$ cat src/eth_loop_defs.svh
// Loopback core sizing: channel count, beat widths, frame limits, FIFO depth, counter width
`ifndef ETH_LOOP_DEFS_SVH
`define ETH_LOOP_DEFS_SVH

// Number of loopback channels
`define ETH_CH_CNT 4

// Beat payload and byte enables
`define ETH_DATA_W 64
`define ETH_KEEP_W 8

// Legal frame length in beats (64 bytes minimum)
`define ETH_MIN_FRAME_BEATS 8
`define ETH_MAX_FRAME_BEATS 32

// Beats of storage per channel
`define ETH_FIFO_DEPTH 64

// Statistics counter width
`define STAT_COUNT_W 32

`endif

$ cat src/eth_loop_pkg.sv
// Shared loopback types: frame beat, statistics outcome kind and statistics id
`include "eth_loop_defs.svh"

package eth_loop_pkg;

    // Channel field width inside a statistics id
    localparam int CH_W = $clog2(`ETH_CH_CNT);

    // One receive or transmit beat, user marks the frame as bad
    typedef struct packed {
        logic [`ETH_DATA_W-1:0] data;
        logic [`ETH_KEEP_W-1:0] keep;
        logic                   last;
        logic                   user;
    } eth_beat_t;

    // Per-frame outcome
    typedef enum logic [1:0] {
        STAT_GOOD = 2'd0,
        STAT_BAD  = 2'd1,
        STAT_DROP = 2'd2
    } stat_kind_e;

    typedef struct packed {
        logic [CH_W-1:0] ch;
        stat_kind_e      kind;
    } stat_field_t;

    // Counter id, flat index or channel plus kind
    typedef union packed {
        logic [CH_W+1:0] idx;
        stat_field_t     f;
    } stat_id_u;

endpackage

$ cat src/stat_arb_mux.sv
// Round-robin collector of per-channel outcome events into one increment stream
`timescale 1ns/1ps
`include "eth_loop_defs.svh"

module stat_arb_mux (
    input  logic                   clk_125mhz,
    input  logic                   rst_n_i,
    input  logic                   evt_valid_i [`ETH_CH_CNT],
    input  eth_loop_pkg::stat_id_u evt_id_i [`ETH_CH_CNT],
    output logic                   inc_valid_o,
    output eth_loop_pkg::stat_id_u inc_id_o
);

    import eth_loop_pkg::*;

    logic            pend     [`ETH_CH_CNT];
    stat_id_u        pend_id  [`ETH_CH_CNT];
    logic            req      [`ETH_CH_CNT];
    stat_id_u        req_id   [`ETH_CH_CNT];
    logic [CH_W-1:0] last_gnt;
    logic [CH_W-1:0] gnt_idx;
    logic            gnt_found;

    // New events compete in the same cycle they arrive
    always_comb begin
        for (int i = 0; i < `ETH_CH_CNT; i++) begin
            req[i]    = pend[i] || evt_valid_i[i];
            req_id[i] = pend[i] ? pend_id[i] : evt_id_i[i];
        end
    end

    // First requester after the last grant
    always_comb begin
        logic [CH_W-1:0] cand;
        gnt_found = 1'b0;
        gnt_idx   = '0;
        cand      = '0;
        for (int i = 1; i <= `ETH_CH_CNT; i++) begin
            cand = CH_W'((int'(last_gnt) + i) % `ETH_CH_CNT);
            if (!gnt_found && req[cand]) begin
                gnt_found = 1'b1;
                gnt_idx   = cand;
            end
        end
    end

    always_ff @(posedge clk_125mhz or negedge rst_n_i) begin
        if (!rst_n_i) begin
            last_gnt    <= CH_W'(`ETH_CH_CNT - 1);
            inc_valid_o <= 1'b0;
            for (int i = 0; i < `ETH_CH_CNT; i++) begin
                pend[i] <= 1'b0;
            end
        end else begin
            inc_valid_o <= gnt_found;
            if (gnt_found) begin
                last_gnt <= gnt_idx;
            end
            for (int i = 0; i < `ETH_CH_CNT; i++) begin
                pend[i] <= req[i] && !(gnt_found && gnt_idx == CH_W'(i));
            end
        end
    end

    always_ff @(posedge clk_125mhz) begin
        if (gnt_found) begin
            inc_id_o <= req_id[gnt_idx];
        end
        for (int i = 0; i < `ETH_CH_CNT; i++) begin
            if (evt_valid_i[i] && !pend[i]) begin
                pend_id[i] <= evt_id_i[i];
            end
        end
    end

endmodule

$ cat config.mk
export PLATFORM = sky130hd
export DESIGN_NAME = stat_arb_mux
export DESIGN_NICKNAME = d
export VERILOG_FILES = /design/src/eth_loop_pkg.sv /design/src/stat_arb_mux.sv
export VERILOG_INCLUDE_DIRS = /design/src
export SDC_FILE = /design/constraint.sdc
export NUM_CORES = 1
export LEC_CHECK = 0
export ABC_AREA = 1
export BUFFER_PORTS_ARGS = -buffer_cell sky130_fd_sc_hd__buf_4
export CORE_ASPECT_RATIO = 1.5
export CORE_UTILIZATION = 45
export CTS_CLUSTER_DIAMETER = 50
export CTS_CLUSTER_SIZE = 12
export DETAILED_ROUTE_END_ITERATION = 8
export GPL_TIMING_DRIVEN = 1
export HOLD_SLACK_MARGIN = 0.12
export PLACE_DENSITY_LB_ADDON = 0.08
export SLEW_MARGIN = 15
export SYNTH_ARGS = -nofsm -noshare
export SYNTH_HDL_FRONTEND = slang
export SYNTH_SLANG_ARGS = --single-unit
export TNS_END_PERCENT = 10
$ cat constraint.sdc
create_clock -name clk_125mhz -period 2.62 [get_ports clk_125mhz]
set_clock_uncertainty 0.1 [all_clocks]
set_input_delay 0.131 -clock clk_125mhz [delete_from_list [all_inputs] [get_ports clk_125mhz]]
set_output_delay 0.131 -clock clk_125mhz [all_outputs]
set_load 0.01 [all_outputs]
======== After elaboration in Yosys (flattened, before gate mapping) ========
Memory sizes are Yosys's and may differ from the RTL's.
Cells that the tools add are included.
W data, S select, Z words.
storage, ports and cells
  register bits ........................... 11
  RAM bits ................................ 16
  output and inout bits ................... 5
  logic and storage cells ................. 91
  memories kept ........................... 1
memory list
  name     words  bits a word  read ports  clocked after memory_dff  write ports  line                text
  pend_id  4      4            4           0                         4            stat_arb_mux.sv:17  stat_id_u pend_id [`ETH_CH_CNT];
cells by class
  $add $sub $neg .......................... 4
  magnitude comparators ................... 5
  equality and inequality tests ........... 3
  mux-type cells .......................... 35
  bitwise gates (word level) .............. 5
  reduce and logical (&&, ||, !) cells .... 31
operator list
  kind                   count
  $mux W4                6
  $mux W1                20
  $ge A3 B3 Y1 const B   5
  $logic_and A1 B1 Y1    15
  $not A2 Y3             5
  $logic_not A1 Y1       11
  $bmux W1 S2            4
  $bmux W4 S2            1
  $mux W2                4
  $add A2 B1 Y2 const B  2
  $add A2 B2 Y2 const B  2
  $eq A2 B2 Y1 const B   2
  $logic_or A1 B1 Y1     4
  $eq A2 B1 Y1 const B   1
  $logic_not A2 Y1       1

======== Logic depth before layout (Yosys ltp) ========
  word-level depth ........................ 19
  depth in mapped cells ................... 15
  mapped depth without buffers ............ 14

======== Least setup slack after synthesis ========
Ideal clock, no wire load.
  path kind ............................... register to register
  start ................................... register last_gnt[0]
  end ..................................... register inc_id_o[0] in the netlist's numbering, data pin
  setup time .............................. 0.252 ns
  arrival ................................. 1.659 ns
  data required time ...................... 2.268 ns
  setup slack ............................. 0.609 ns
  cell stages (with the launch flop) ...... 14
  path buffers ............................ 2
  period minus slack after synthesis ...... 2.011 ns
  cells stage by stage .................... dfstp_2 > buf_6 > inv_8 > nand2_1 > nand3_2 > nand2_2 > nand3_1 > nand2_2 > nand3_4 > buf_12 > nand2_2 > nand2_1 > nand2_1 > nand2_1
on the way
  cells in the longest elaborated chain, start to end .. 19
  elaborated cells on any way between the ends .. 37
RTL lines
  what                                             line                text
  from (decl)                                      stat_arb_mux.sv:20  logic [CH_W-1:0] last_gnt;
  from (signal assigned)                           stat_arb_mux.sv:49  last_gnt <= CH_W'(`ETH_CH_CNT - 1);
  from (signal assigned)                           stat_arb_mux.sv:57  last_gnt <= gnt_idx;
  $add A2 B1 Y2                                    stat_arb_mux.sv:39  cand = CH_W'((int'(last_gnt) + i) % `ETH_CH_CNT);
  $not A2 Y3 (not written as such)                 stat_arb_mux.sv:40  if (!gnt_found && req[cand]) begin
  $bmux W1 S2                                      stat_arb_mux.sv:40
  $mux W1 (not written as such) (2 in series)      stat_arb_mux.sv:40
  $mux W1                                          stat_arb_mux.sv:40
  $logic_not A1 Y1                                 stat_arb_mux.sv:40
  $logic_and A1 B1 Y1                              stat_arb_mux.sv:40
  $mux W1                                          stat_arb_mux.sv:40
  $logic_not A1 Y1                                 stat_arb_mux.sv:40
  $logic_and A1 B1 Y1                              stat_arb_mux.sv:40
  $mux W1                                          stat_arb_mux.sv:40
  $logic_not A1 Y1                                 stat_arb_mux.sv:40
  $logic_and A1 B1 Y1                              stat_arb_mux.sv:40
  $mux W2 (*)                                      stat_arb_mux.sv:40
  $not A2 Y3 (not written as such) (*)             stat_arb_mux.sv:67  inc_id_o <= req_id[gnt_idx];
  $bmux W4 S2 (*)                                  stat_arb_mux.sv:67
  $mux W4 (not written as such) (*) (2 in series)  stat_arb_mux.sv:67
  to (signal assigned)                             stat_arb_mux.sv:67
  to (decl)                                        stat_arb_mux.sv:11  output eth_loop_pkg::stat_id_u inc_id_o
Every way passes the cells marked *; elsewhere a longest branch is shown, timed or not. The select of a mux whose other input is x is not followed.
A chain may end at the register's enable or synchronous reset.

======== Final worst setup path ========
Same ends and word-level chain as after synthesis.

==> impl_metrics.tcl <==
set metrics [dict create \
    holdWs_ns 0.246 \
    final_hold_viol_count 0 \
    pwr-share-seq_pct 31.0 \
    synthXorXnorAreaFrac_pct 0 \
    place_inst 223 \
    antennaDiodeCount 0 \
    ctsResizeCount 0 \
    synth_seq_cells 27 \
    dieArea_um2 3860 \
    syn-num-nets 179 \
    dpl_worst_slack_ns 0.378 \
    synth_edf_count 20 \
    die_h_um 75.6 \
    ys_seq_area_share_pct 47.9 \
    end_kind "flop" \
    worst_ep_required_time_ns 2.55 \
    switching_share_pct 47.1 \
    dr.first_iter.drc_count 24 \
    final_cells 249 \
    yosysMostFrequentCell "nand2_1" \
    ys.flop_type "edfxtp_1" \
    status "completed" \
    layout.nets 230 \
    power_density_nw_per_um2 1200 \
    core_area_um2 3420 \
    ir_drop_mv 0.875 \
    rows 26 \
    arrival_ns 2.19 \
    grt.total_usage_pct 19.0 \
    synth.top_cells.by_area "edfxtp_1 37%, mux2_2 11%, nand2_1 9.5%" \
    grt_max_degree 16 \
    cts_root_buf "clkbuf_8" \
    synth-simple-area-share_pct 34.1 \
    grt_pass1_vias 1272 \
    synth_top_family_by_area "simple AND/OR/NAND/NOR gates" \
    ioPinCount 27 \
    slew_headroom_pct 75.0 \
    critPathLaunchType "flop" \
    cts_buffers 3 \
    gp_congestion 0.863 \
    die_w_um 51.1 \
    yosys_warnings 0 \
    syn_avg_cell_area_um2 10.3 \
    clk_pin_slew_ns 0.09 \
    rsz0062_at_grt "false" \
    vias 1263 \
    synthAdderAreaFrac_pct 0 \
    netSwitchingPower_mw 1.19 \
    drt-total-wl_um 3430 \
    post-route-period-util_pct 86.2 \
    ant_nets 0 \
    final_util_pct 61.7 \
    hp-class "in2async" \
    drc 0 \
    max_freq_mhz 443 \
    cts_max_level 1 \
    synth-compound-area-share_pct 1.54 \
    fin_ws_ns 0.362 \
    synthArstFlopShare_pct 25.9 \
    clockBufferDepth 2 \
    tns_ns 0 \
    setup-violations-final 0 \
    vias_per_cell 5.07 \
    min_period_ns 2.26 \
    cts_setup_buffers 0 \
    maxCapViolations 0 \
    syn_inst 157 \
    slew_violations 0 \
    synth_area_um2 1620 \
    clock_sinks 27 \
    fill_cells 283 \
    drive_above_1_share_pct 40.6 \
    dpl_cell_area_um2 1840 \
    hpwl_um 2650 \
    ys_types 22 \
    synth_area_leader_cell "edfxtp_1" \
    syn2layout_area_growth_pct 29.7 \
    combPwrFrac_pct 59.8 \
    antenna_found_initial 0 \
    grt_pass1_wl_um 5470 \
    intPower_mw 1.34 \
    crit_fanout 11 \
    pwr-share-clk_pct 9.2 \
    wl_per_cell_um 13.8 \
    p_total_mw 2.53 \
    final_cell_area_um2 2110 \
    worst_slew_pin_slew_ns 0.373 \
    worstSkewPairLatency_ns 0.27 \
    synthMuxAreaShare_pct 11.1 \
    critPathKind "reg2reg" \
    overflow 0 \
    dr.pass1.iters 4 \
    cts_hold_buf 22 \
    cts_tree "built" \
    synthTopCellsByCount "41 x nand2_1, 20 x edfxtp_1, 20 x nand2_2, 16 x mux2_2, 11 x inv_1" \
    start_util_pct 47.5 \
    synth_top_area_share_pct 37.0 \
    leakage_nw 0.935 \
    io_buffers 26 \
]
-- state kept, by name, summed over array words and instances (netlist names) --
| signal | cells |
|---|---|
| last_gnt | 2 |
| inc_valid_o | 1 |
| inc_id_o | 4 |
| pend | 4 |
| pend_id | 16 |
-- critical path, stage by stage, from the launching register on --
cell and delay [ns]:
dfstp_2 0.71, inv_8 0.08, nand2_1 0.12, nand3_2 0.09, nand2_2 0.15, nand3_1 0.11, nand2_2 0.18, nand3_4 0.20
nand2_2 0.10, nand2_1 0.05, nand2_1 0.06, nand2_1 0.05
-- path summary, 6_finish.rpt --
| kind | from | end | slack (ns) | cells after the start |
|---|---|---|---|---|
| min in group clk_125mhz | evt_id_i[3] | pend_id[3][3] | 0.49 | 2 |
| min | rst_n_i | last_gnt[0] | 0.25 | 2 |
| min reg2reg | last_gnt[1] | last_gnt[1] | 0.54 | 2 |
| max reg2reg | last_gnt[0] | inc_id_o[0] | 0.36 | 11 |
| max | last_gnt[0] | inc_id_o[0] | 0.36 | 11 |
| max in group asynchronous | rst_n_i | pend[0] | 1.45 | 3 |
-- placed cells by master, fill, tap and decap left out --
master,Yosys,final
inv_1,11,11
edfxtp_1,20,20
nor2_2,4,4
mux2_2,16,16
clkinv_2,0,1
nand3_1,5,5
clkbuf_8,0,3
o21ai_0,2,2
nand4_4,1,1
nand2_1,41,41
dfstp_2,2,2
dlygate4sd3_1,0,22
nand2_2,20,20
inv_8,1,1
nand3_2,3,3
nor2_1,4,4
inv_2,1,1
a21oi_1,3,3
nand3_4,3,3
dfrtp_1,5,5
nand2_4,2,2
nor2_8,1,1
buf_4,0,26
nand4_1,10,10
-- power by group through the flow --
stage | Sequential [mW] | Clock [mW] | Combinational (mW)
final | 0.786 | 0.232 | 1.52
after global routing | 0.803 | 0.246 | 1.69
after CTS | 0.784 | 0.238 | 1.53
after detailed placement | 0.794 | 0 | 1.50
after global placement | 0.786 | 0 | 1.46
after floorplan | 0.755 | 0 | 1.32
-- cell type report --
cell class              count  area (um^2)  share of cell area (%)
multi-input cells         115          758                    36.0
clock buffers               3         41.3                    1.96
clock inverters             1         5.00                   0.238
well taps                  42         52.6                    2.49
repair buffers             48          415                    19.7
inverters                  13         56.3                    2.67
flip-flops and latches     27          778                    36.9
-- logic make-up (layout without fill, tap and decap cells) --
family,Yosys count,after routing
AO/OA/AOI/OAI,5,5
buffers and inverters,15,65
flip-flops,27,27
multiplexers,16,16
AND/OR/NAND/NOR,94,94
-- metal layers --
layer,track usage [%],wire (um)
met5,0,0
met4,4.63,27
met3,1.20,61
met2,37.7,1930
met1,21.7,1400
Note: power is estimated with default switching activity, not from simulation.
