`config.mk`:
```
export PLATFORM = sky130hd
export DESIGN_NAME = rx_frame_check
export DESIGN_NICKNAME = d
export VERILOG_FILES = /design/src/eth_loop_pkg.sv /design/src/rx_frame_check.sv
export VERILOG_INCLUDE_DIRS = /design/src
export SDC_FILE = /design/constraint.sdc
export NUM_CORES = 1
export LEC_CHECK = 0
export BUFFER_PORTS_ARGS = -buffer_cell sky130_fd_sc_hd__buf_2
export CORE_ASPECT_RATIO = 2
export CORE_MARGIN = 2
export CORE_UTILIZATION = 39
export DETAILED_ROUTE_END_ITERATION = 16
export GPL_TIMING_DRIVEN = 0
export PLACE_DENSITY = 0.77
export SLEW_MARGIN = 20
export SYNTH_ARGS = -nofsm -noshare
export SYNTH_HDL_FRONTEND = slang
export SYNTH_SLANG_ARGS = --single-unit
```
`constraint.sdc`:
```
create_clock -name clk_125mhz -period 1.8 [get_ports clk_125mhz]
set_input_delay 0.18 -clock clk_125mhz [delete_from_list [all_inputs] [get_ports clk_125mhz]]
set_output_delay 0.18 -clock clk_125mhz [all_outputs]
set_load 0.02 [all_outputs]
```
`src/eth_loop_defs.svh`:
```
// Loopback core sizing: channel count, beat widths, frame limits, FIFO depth, counter width
`ifndef ETH_LOOP_DEFS_SVH
`define ETH_LOOP_DEFS_SVH

// Number of loopback channels
`define ETH_CH_CNT 4

// Beat payload and byte enables
`define ETH_DATA_W 64
`define ETH_KEEP_W 8

// Legal frame length in beats (64 bytes minimum)
`define ETH_MIN_FRAME_BEATS 8
`define ETH_MAX_FRAME_BEATS 32

// Beats of storage per channel
`define ETH_FIFO_DEPTH 64

// Statistics counter width
`define STAT_COUNT_W 32

`endif

```
`src/eth_loop_pkg.sv`:
```
// Shared loopback types: frame beat, statistics outcome kind and statistics id
`include "eth_loop_defs.svh"

package eth_loop_pkg;

    // Channel field width inside a statistics id
    localparam int CH_W = $clog2(`ETH_CH_CNT);

    // One receive or transmit beat, user marks the frame as bad
    typedef struct packed {
        logic [`ETH_DATA_W-1:0] data;
        logic [`ETH_KEEP_W-1:0] keep;
        logic                   last;
        logic                   user;
    } eth_beat_t;

    // Per-frame outcome
    typedef enum logic [1:0] {
        STAT_GOOD = 2'd0,
        STAT_BAD  = 2'd1,
        STAT_DROP = 2'd2
    } stat_kind_e;

    typedef struct packed {
        logic [CH_W-1:0] ch;
        stat_kind_e      kind;
    } stat_field_t;

    // Counter id, flat index or channel plus kind
    typedef union packed {
        logic [CH_W+1:0] idx;
        stat_field_t     f;
    } stat_id_u;

endpackage

```
`src/rx_frame_check.sv`:
```
// Receive frame checker: registers MAC beats and flags runt, oversize and errored frames
`timescale 1ns/1ps
`include "eth_loop_defs.svh"

module rx_frame_check (
    input  logic                    clk_125mhz,
    input  logic                    rst_n_i,
    input  logic                    rx_valid_i,
    input  eth_loop_pkg::eth_beat_t rx_beat_i,
    output logic                    chk_valid_o,
    output eth_loop_pkg::eth_beat_t chk_beat_o,
    output logic                    chk_bad_o
);

    // Count saturates one past the maximum so oversize stays visible
    localparam int CNT_W = $clog2(`ETH_MAX_FRAME_BEATS + 2);
    localparam logic [CNT_W-1:0] LEN_MIN = CNT_W'(`ETH_MIN_FRAME_BEATS);
    localparam logic [CNT_W-1:0] LEN_MAX = CNT_W'(`ETH_MAX_FRAME_BEATS);
    localparam logic [CNT_W-1:0] LEN_SAT = CNT_W'(`ETH_MAX_FRAME_BEATS + 1);

    // Beats already seen in the current frame
    logic [CNT_W-1:0] beat_cnt;
    // Length including the current beat
    logic [CNT_W-1:0] beat_len;
    logic             err_seen;
    logic             frame_bad;

    assign beat_len = beat_cnt + 1'b1;

    // Only meaningful on the last beat
    assign frame_bad = err_seen || rx_beat_i.user ||
                       (beat_len < LEN_MIN) || (beat_len > LEN_MAX);

    always_ff @(posedge clk_125mhz or negedge rst_n_i) begin
        if (!rst_n_i) begin
            beat_cnt    <= '0;
            err_seen    <= 1'b0;
            chk_valid_o <= 1'b0;
            chk_bad_o   <= 1'b0;
        end else begin
            chk_valid_o <= rx_valid_i;
            chk_bad_o   <= rx_valid_i && rx_beat_i.last && frame_bad;
            if (rx_valid_i) begin
                if (rx_beat_i.last) begin
                    beat_cnt <= '0;
                    err_seen <= 1'b0;
                end else begin
                    beat_cnt <= (beat_len > LEN_SAT) ? LEN_SAT : beat_len;
                    err_seen <= err_seen || rx_beat_i.user;
                end
            end
        end
    end

    // Beat payload
    always_ff @(posedge clk_125mhz) begin
        chk_beat_o <= rx_beat_i;
    end

endmodule

```
# Yosys cells after proc, flatten, opt, wreduce, memory -nomap -nowiden
# Cells that the tools add are included.
# classes
addsub	1
muxes	3
order_cmp	3
n_reduce_logical	5
# ops
operator	n
$gt A6 B6 Y1 const B	2
$mux W6	2
$add A6 B1 Y6 const B	1
$lt A6 B4 Y1 const B	1
$logic_or A1 B1 Y1	3
$logic_and A1 B1 Y1	2
$mux W1	1
# word_totals
ff_bits	83

# Depth between registers and ports, before layout
# Gate-level depths: netlist of the first run.
# depth
word_depth	5
ltp_mapped	6
mapped_depth_nobuf	6

# Worst setup path after synthesis of the first run
# No wires, ideal clock.
# synth_path
path_type	reg-to-reg
from	register beat_cnt[0]
to	register beat_cnt[3]
setup_slack_ns	0.140
required_ns	1.705
period_less_slack_ns	1.660
arrival_ns	1.564
stages_incl_launch_ff	7
cell_sequence	dfrtp_1 ha_1 buf_2 or3b_4 a2111oi_2 o21ai_1 o31ai_1
# synth_via
elab_chain_len	4
# synth_lines
item	line_no	source
from (decl)	rx_frame_check.sv:22	logic [CNT_W-1:0] beat_cnt;
from (signal assigned)	rx_frame_check.sv:48	beat_cnt <= (beat_len > LEN_SAT) ? LEN_SAT : beat_len;
$add A6 B1 Y6 *	rx_frame_check.sv:28	assign beat_len = beat_cnt + 1'b1;
$gt A6 B6 Y1	rx_frame_check.sv:48	
$mux W6 *	rx_frame_check.sv:48	
$mux W6 *	rx_frame_check.sv:44	if (rx_beat_i.last) begin
# Mark *: on every way between the ends. The rest lies on a longest branch, timed or not.
# A chain may end at the register's enable or synchronous reset.

# Worst setup path in the final report of the first run
# Same ends and word-level chain as after synthesis.

==> results of run 1 <==
[registers in the layout, summed over array words and instances, names as in the netlist]
| signal | cells |
|---|---|
| beat_cnt | 6 |
| chk_bad_o | 1 |
| chk_beat_o | 74 |
| chk_valid_o | 1 |
| err_seen | 1 |
[cell families (layout without fill, tap and decap cells)]
group	after synthesis	count (layout)	share of synthesized area, %
flops	83	83	80.9
xor+xnor	2	2	0.830
fa+ha+maj	2	2	1.19
compound gates	20	20	7.76
buf+inv	8	249	2.19
simple gates	24	24	7.17
other cells	0	1	0
[power by group]
group          internal [µW]  switching (µW)
clock network            654             594
registers               1950            46.1
logic                    289             288
total                   2890             928
[cell usage in the layout (no fill, tap or decap), types with 2 or more instances in the layout]
| cell type | count |
|---|---|
| a21oi_1 | 3 |
| and2_2 | 2 |
| and3_4 | 2 |
| buf_2 | 152 |
| buf_6 | 2 |
| clkbuf_1 | 4 |
| clkbuf_16 | 2 |
| clkbuf_8 | 9 |
| dfrtp_1 | 8 |
| dfxtp_1 | 74 |
| dlygate4sd3_1 | 75 |
| inv_1 | 3 |
| nand2_1 | 6 |
| nand3b_1 | 2 |
| o21ai_0 | 2 |
| o31ai_1 | 3 |
| or2_2 | 2 |
[critical path, stage by stage, from the launching register on]
cell       delay [ns]
dfrtp_2          0.44
ha_2             0.25
or3b_4           0.41
a2111oi_4        0.29
o21ai_1          0.11
o31ai_1          0.07
[per-layer routing]
metal | global-route usage, % | vias up | part of all wire [%]
met5 | 0 | - | 0
met4 | 15.0 | 0 | 3.3
met3 | 8.01 | 20 | 5.8
met2 | 47.2 | 95 | 57
met1 | 24.3 | 949 | 34
li1 | - | 939 | -
[synthesized netlist by cell type, drive strengths merged, types with 3 or more instances]
library cell | count | area share (%)
a21oi | 4 | 1.1
or2 | 3 | 0.89
dfrtp | 9 | 11
o21ai | 3 | 0.71
buf | 3 | 1.3
and3 | 3 | 1.4
inv | 3 | 0.53
o31ai | 3 | 1.1
dfxtp | 74 | 70
nand2 | 6 | 1.1
[final cells by class]
cell class	instances	area, µm²
diodes	1	2.50
plain buffers	4	30.0
clock buffers	13	181
clock inverters	1	5.00
fillers	343	1280
inverters	3	11.3
multi-input cells	48	373
flip-flops and latches	83	1710
well taps	58	72.6
repair buffers	228	1520
[final timing paths]
kind	endpoint	startpoint
min in group asynchronous	beat_cnt[2]	rst_n_i
hold / removal	chk_valid_o	rx_valid_i
setup reg to reg	beat_cnt[3]	beat_cnt[0]
hold reg to reg	err_seen	err_seen
setup / recovery	beat_cnt[3]	beat_cnt[0]
max in group asynchronous	beat_cnt[0]	rst_n_i
[repair_timing]
action                                 CTS  global route
endpoints found under the hold margin   83             0
setup endpoints to repair                1             3
resized for setup                        0             3
setup buffers                            1             0
hold buffers                            75             0
[per-stage QoR]
| step | setup WS [ns] | cell area [µm²] |
|---|---|---|
| after floorplan | 0.140 | 2110 |
| after global placement | 0.0307 | 2940 |
| after detailed placement | 0.0112 | 2940 |
| after CTS | 0.0161 | 3890 |
| after global routing | 0.0796 | 3900 |
| final | 0.144 | 3900 |
==> metrics.md, run 1 <==
| Metric | Value |
|---|---|
| Post-synth ARST share | `between 10% and 20%` |
| Wirelength per Cell | `~18 µm` |
| H-tree Lvls | `3` |
| Vias per cell | `~4.6` |
| Layout Skew | `between 0.003 and 0.004 ns` |
| Via count | `2,003` |
| Count of final hold-check violations | `0` |
| Post-detail-place hpwl | `~4.2 mm` |
| CTS tree | `yes` |
| Clock slew seen by the registers of the worst setup and hold paths | `around 0.070 ns` |
| Worst hold stages | `1` |
| Core Area | `a little over 5000 µm²` |
| Number of iterations in the first detailed-routing pass | `4` |
| CP Data Required Time | `between 2 and 2.5 ns` |
| DRC Markers | `0` |
| Syn_area_per_cell | `around 15 µm²` |
| CTS root buf | `clkbuf_8` |
| Worst reg-to-reg setup slack | `approximately 0.14 ns` |
| GR Util All Layers | `around a quarter` |
| Max Freq | `approximately 0.60 GHz` |
| Die height | `between 100 and 150 µm` |
| Num rows | `37` |
| CP Max Fanout | `7` |
| Slew Limit Fails | `0` |
| CP endpoint kind | `flip-flop` |
| Largest net degree at the start of global routing | `13` |
| Hold WC Path Type | `in -> reg` |
| PnR Total Power | `approximately 3800 µW` |
| Layout cells sized above 1 | `roughly 48%` |
| Synth warnings | `0` |
| Cells after DPL | `about 350` |
| Period utilization | `92.0%` |
| Status | `complete, no violations` |
| Die ar. | `around 6100 µm²` |
| PwrDens | `around 1000 nW/µm²` |
| Hold WS | `between 0.03 and 0.04 ns` |
| Leakage power | `0.00191 µW` |
| Num CTS Buffers | `9` |
| Sink Count | `just over 80` |
| Netlist cell types | `39` |
| CP arrival | `1.90 ns` |
| EDFF count, synth | `0` |
| Tmin final | `~1.7 ns` |
| Startpoint Class | `flip-flop` |
| Number of DRC markers in iteration 0 | `44` |
| Post-Route WL | `around 7.7 mm` |
| Critical path class | `reg -> reg` |
| Count of input and output buffers | `about 150` |
| Layout area overhead | `84.9%` |
| Slew HR | `62.0%` |
| RSZ-0062 raised after global routing | `false` |
| Net count, final | `456` |
| Vias in the first global route | `2,292` |
| Grt total ovfl | `0` |
| #FFs+latches synth | `83` |
| Routed Antenna Nets | `0` |
| Sequential share of the synthesized area | `between 80% and 90%` |
| FF-to-FF path depth | `5` |
| Net Count, Synth | `~220` |
| Gpl congestion | `0.847` |
| Worst skew pair latency | `0.33 ns` |
| Final setup TNS | `0 ns` |
| Post-route insts no fill | `between 400 and 500` |
| Antenna violations before repair | `1` |
| Max cap viols | `0` |
| Post-synthesis cell count | `roughly 140` |
| Top FF cell, synth | `dfxtp_1` |
| First-pass GRT wire length | `roughly 11 mm` |
| Boundary Pins | `about 150` |
| # setup viols final | `0` |
| Final core utilization | `75.3%` |
| VDD IR max | `0.821 mV` |
| Max Buffers Root-to-Sink | `2` |
| Die width | `around 56 µm` |
| Worst slew pin tran | `approximately 0.57 ns` |
| Post-synthesis cell area | `approximately 2100 µm²` |
| Starting density of the core | `around 41%` |
Power figures use the tool's default switching activity.
==> run 2: changes to the inputs <==
- ABC_AREA: not set -> 1
- CORE_UTILIZATION: 39 -> 38
==> run 2 against run 1 <==
  * First-iteration DRC count shrank 25%
  * Highest routed layer unchanged
  * Final area shrank 2.1%
  * Global-route usage shrank 0.92 points
  * Largest power group unchanged
==> metrics.md, run 2 <==
| Metric | Value |
|---|---|
| Top-count cell post-synth | `dfxtp_1 (unchanged)` |
| Netlist cell types | `16 (was 39)` |
| Num CTS Buffers | `9 (unchanged)` |
| Setup WS post-layout | `0.187 ns (was 0.144 ns)` |
| CTS root buf | `clkbuf_8 (unchanged)` |
| Post-Route WL | `7.07 mm (was 7.70 mm)` |
| Global Route met1 Usage | `22.2% (was 24.3%)` |
| Net count, final | `471 (was 456)` |
| Diode count | `0 (was 1)` |
| Layout Skew | `0.00510 ns (was 0.00389 ns)` |
| Top-area cell type share of the netlist area | `73.0% (was 70.2%)` |
| Met3 GRT Util | `9.62% (was 8.01%)` |
| Post-synthesis cell count | `153 (was 139)` |
| CP endpoint kind | `flip-flop (unchanged)` |
| GR Util All Layers | `24.7% (was 25.7%)` |
| Max Freq | `0.620 GHz (was 0.604 GHz)` |
| Largest register FFs | `74 (unchanged)` |
| Layout area overhead | `88.0% (was 84.9%)` |
| RSZ-0062 raised after global routing | `false (unchanged)` |
| Status | `complete, no violations (unchanged)` |
| Commonest non-fill, non-tap cell in the layout | `buf_2 (unchanged)` |
| Wirelength per Cell | `15.5 µm (was 17.5 µm)` |
| Boundary Pins | `153 (unchanged)` |
| Max cap viols | `0 (unchanged)` |
| Sink Count | `83 (unchanged)` |
| CP arrival | `1.86 ns (was 1.90 ns)` |
| PnR Total Power | `3770 µW (was 3820 µW)` |
| Crit-path cells | `inv_1 > ha_1 > or2_0 > nor2_1 > nand3_1 > nand2_1 > nand3_1 > nand2_1 > inv_1 (was ha_2 > or3b_4 > a2111oi_4 > o21ai_1 > o31ai_1)` |
| Delay-heaviest family, CP | `simple AND/OR/NAND/NOR gates (was compound AO/OA/AOI/OAI gates)` |
| Register Area | `1710 µm² (about the same)` |
| Count of final hold-check violations | `0 (unchanged)` |
| Critical path class | `reg -> reg (unchanged)` |
| Count of input and output buffers | `152 (unchanged)` |
| CTS Hold Bufs | `76 (was 75)` |
| Reg2reg end | `chk_bad_o (was beat_cnt[3])` |
| Num rows | `37 (unchanged)` |
| PwrDens | `987 nW/µm² (was 978 nW/µm²)` |
| GRT busiest layer | `met2 (unchanged)` |
| # setup viols final | `0 (unchanged)` |
| Synth warnings | `0 (unchanged)` |
| Number of iterations in the first detailed-routing pass | `4 (unchanged)` |
| H-tree Lvls | `3 (unchanged)` |
| Die height | `107 µm (was 108 µm)` |
| Via count | `1,966 (was 2,003)` |
| CP max-delay cell | `dfrtp_1 (was dfrtp_2)` |
| Clock slew seen by the registers of the worst setup and hold paths | `0.07 ns (about the same)` |
| Top FF cell, synth | `dfxtp_1 (unchanged)` |
| Core Area | `5140 µm² (was 5180 µm²)` |
| Most frequent cells in the layout | `buf_2 (152), dlygate4sd3_1 (76), dfxtp_1 (74) (was buf_2 (152), dlygate4sd3_1 (75), dfxtp_1 (74))` |
| Worst slew pin tran | `0.422 ns (was 0.570 ns)` |
| Grt total ovfl | `0 (unchanged)` |
| Worst Setup EP | `chk_bad_o (was beat_cnt[3])` |
| Largest regs | `chk_beat_o (74), beat_cnt (6) (unchanged)` |
| Syn_area_per_cell | `13.3 µm² (was 15.2 µm²)` |
| Leakage power | `0.00194 µW (was 0.00191 µW)` |
| Reg with most FFs | `chk_beat_o (unchanged)` |
| #FFs+latches synth | `83 (unchanged)` |
| Net Count, Synth | `232 (was 218)` |
| Post-cts gate resize count | `0 (unchanged)` |
| Buffers & Inverters on Critical Path | `2 (was 0)` |
| Hold WC Path Type | `in -> async (was in -> reg)` |
| Gpl congestion | `0.761 (was 0.847)` |
| Sequential share of the synthesized area | `84.0% (was 80.9%)` |
| CP Data Required Time | `2.05 ns (about the same)` |
| Post-synthesis cell area | `2030 µm² (was 2110 µm²)` |
| Starting density of the core | `39.5% (was 40.7%)` |
| Slew Limit Fails | `0 (unchanged)` |
| Tmin final | `1.61 ns (was 1.66 ns)` |
| Startpoint Class | `flip-flop (unchanged)` |
| Number of DRC markers in iteration 0 | `33 (was 44)` |
| Commonest cells in the netlist | `dfxtp_1 (74), nand2_1 (30), inv_1 (12), dfrtp_1 (9), nand3_1 (9) (was dfxtp_1 (74), dfrtp_1 (9), nand2_1 (6))` |
| Worst reg-to-reg setup slack | `0.19 ns (was 0.14 ns)` |
| CP Max Fanout | `7 (unchanged)` |
| VDD IR max | `0.805 mV (was 0.821 mV)` |
| Reg2reg start | `beat_cnt[0] (unchanged)` |
| Cell taking the most area after synthesis | `dfxtp_1 (unchanged)` |
| Antenna violations before repair | `0 (was 1)` |
| Vias in the first global route | `2,214 (was 2,292)` |
| DRC Markers | `0 (unchanged)` |
| First-pass GRT wire length | `10.7 mm (was 11.3 mm)` |
| Largest stage delay on the critical path | `0.46 ns (was 0.44 ns)` |
| Synth area leaders | `dfxtp_1 (73%), dfrtp_1 (11%), nand2_1 (5.5%), nand3_1 (2.2%), inv_1 (2.2%) (was dfxtp_1 (70%), dfrtp_1 (11%), ha_1 (1.2%), and3_4 (1.1%), buf_6 (1.1%))` |
| Max Buffers Root-to-Sink | `2 (unchanged)` |
| Setup crit start | `beat_cnt[0] (unchanged)` |
| Vias per cell | `4.32 (was 4.56)` |
| Period utilization | `89.6% (was 92.0%)` |
| Final core utilization | `74.3% (was 75.3%)` |
| Post-synth ARST share | `10.8% (unchanged)` |
| Final setup TNS | `0 ns (unchanged)` |
| Crit path depth | `9 (was 5)` |
| Setup bufs post-CTS | `0 (was 1)` |
| Slew HR | `71.8% (was 62.0%)` |
| Die ar. | `5980 µm² (was 6050 µm²)` |
| FF-to-FF path depth | `9 (was 5)` |
| Met2 usage | `45.2% (was 47.2%)` |
| Area of the multi-input gates | `268 µm² (was 373 µm²)` |
| EDFF count, synth | `0 (unchanged)` |
| CTS tree | `yes (unchanged)` |
| Routed Antenna Nets | `0 (unchanged)` |
| Largest net degree at the start of global routing | `14 (was 13)` |
| Layout cells sized above 1 | `43.8% (was 47.6%)` |
| Fill cells | `326 (was 343)` |
| Post-detail-place hpwl | `4.03 mm (was 4.15 mm)` |
| Die width | `55.7 µm (was 56.0 µm)` |
| Worst skew pair latency | `0.35 ns (was 0.33 ns)` |
| Pre-CTS WS | `0.177 ns (was 0.0112 ns)` |
[run 2: final cells by class]
type	count	area share, %
Sequential cell	83	44.7
Timing Repair Buffer	228	39.8
Multi-Input combinational cell	56	7.01
Clock buffer	11	3.70
Tap cell	58	1.90
Clock inverter	5	1.38
Inverter	13	1.28
Buffer	1	0.197
[run 2: worst register-to-register path, stage by stage, from the launching register on]
cell and delay (ns):
dfrtp_1 0.46, inv_1 0.09, ha_1 0.31, or2_0 0.22, nor2_1 0.10, nand3_1 0.09, nand2_1 0.07, nand3_1 0.06
nand2_1 0.07, inv_1 0.04
[run 2: cells by family after synthesis]
group | share of synthesized area, %
buffers and inverters | 2.77
flip-flops | 84.0
AND/OR/NAND/NOR | 11.4
adder cells (fa/ha/maj) | 1.23
AO/OA/AOI/OAI | 0.554
[run 2: worst min path at each step]
stage / startpoint / to
finish: rst_n_i / beat_cnt[3]
global route: rst_n_i / beat_cnt[3]
CTS: rst_n_i / err_seen
detailed placement: rst_n_i / beat_cnt[2]
global placement: rst_n_i / beat_cnt[2]
floorplan: rst_n_i / beat_cnt[0]
[run 2: layer usage]
layer,up-vias,part of all wire [%]
met1,896,32
met5,-,0
met3,25,7.3
li1,948,-
met2,97,57
met4,0,4.3
[run 2: stage by stage]
| stage | instance area [µm²] | instances | hold WS (ns) |
|---|---|---|---|
| finish | 3820 | 455 | 0.208 |
| floorplan | 2030 | 153 | -0.116 |
| CTS | 3820 | 455 | 0.199 |
| global route | 3820 | 455 | 0.227 |
| detailed placement | 2860 | 363 | 0.0461 |
| global placement | 2860 | 363 | 0.0471 |
[run 2: report_power, final]
group | switching [µW] | total [µW] | leakage, µW | internal, µW
registers | 40.6 | 1980 | 0.000744 | 1940
clock network | 621 | 1290 | 0.0000991 | 672
logic | 249 | 498 | 0.00110 | 249
total | 911 | 3770 | 0.00194 | 2860
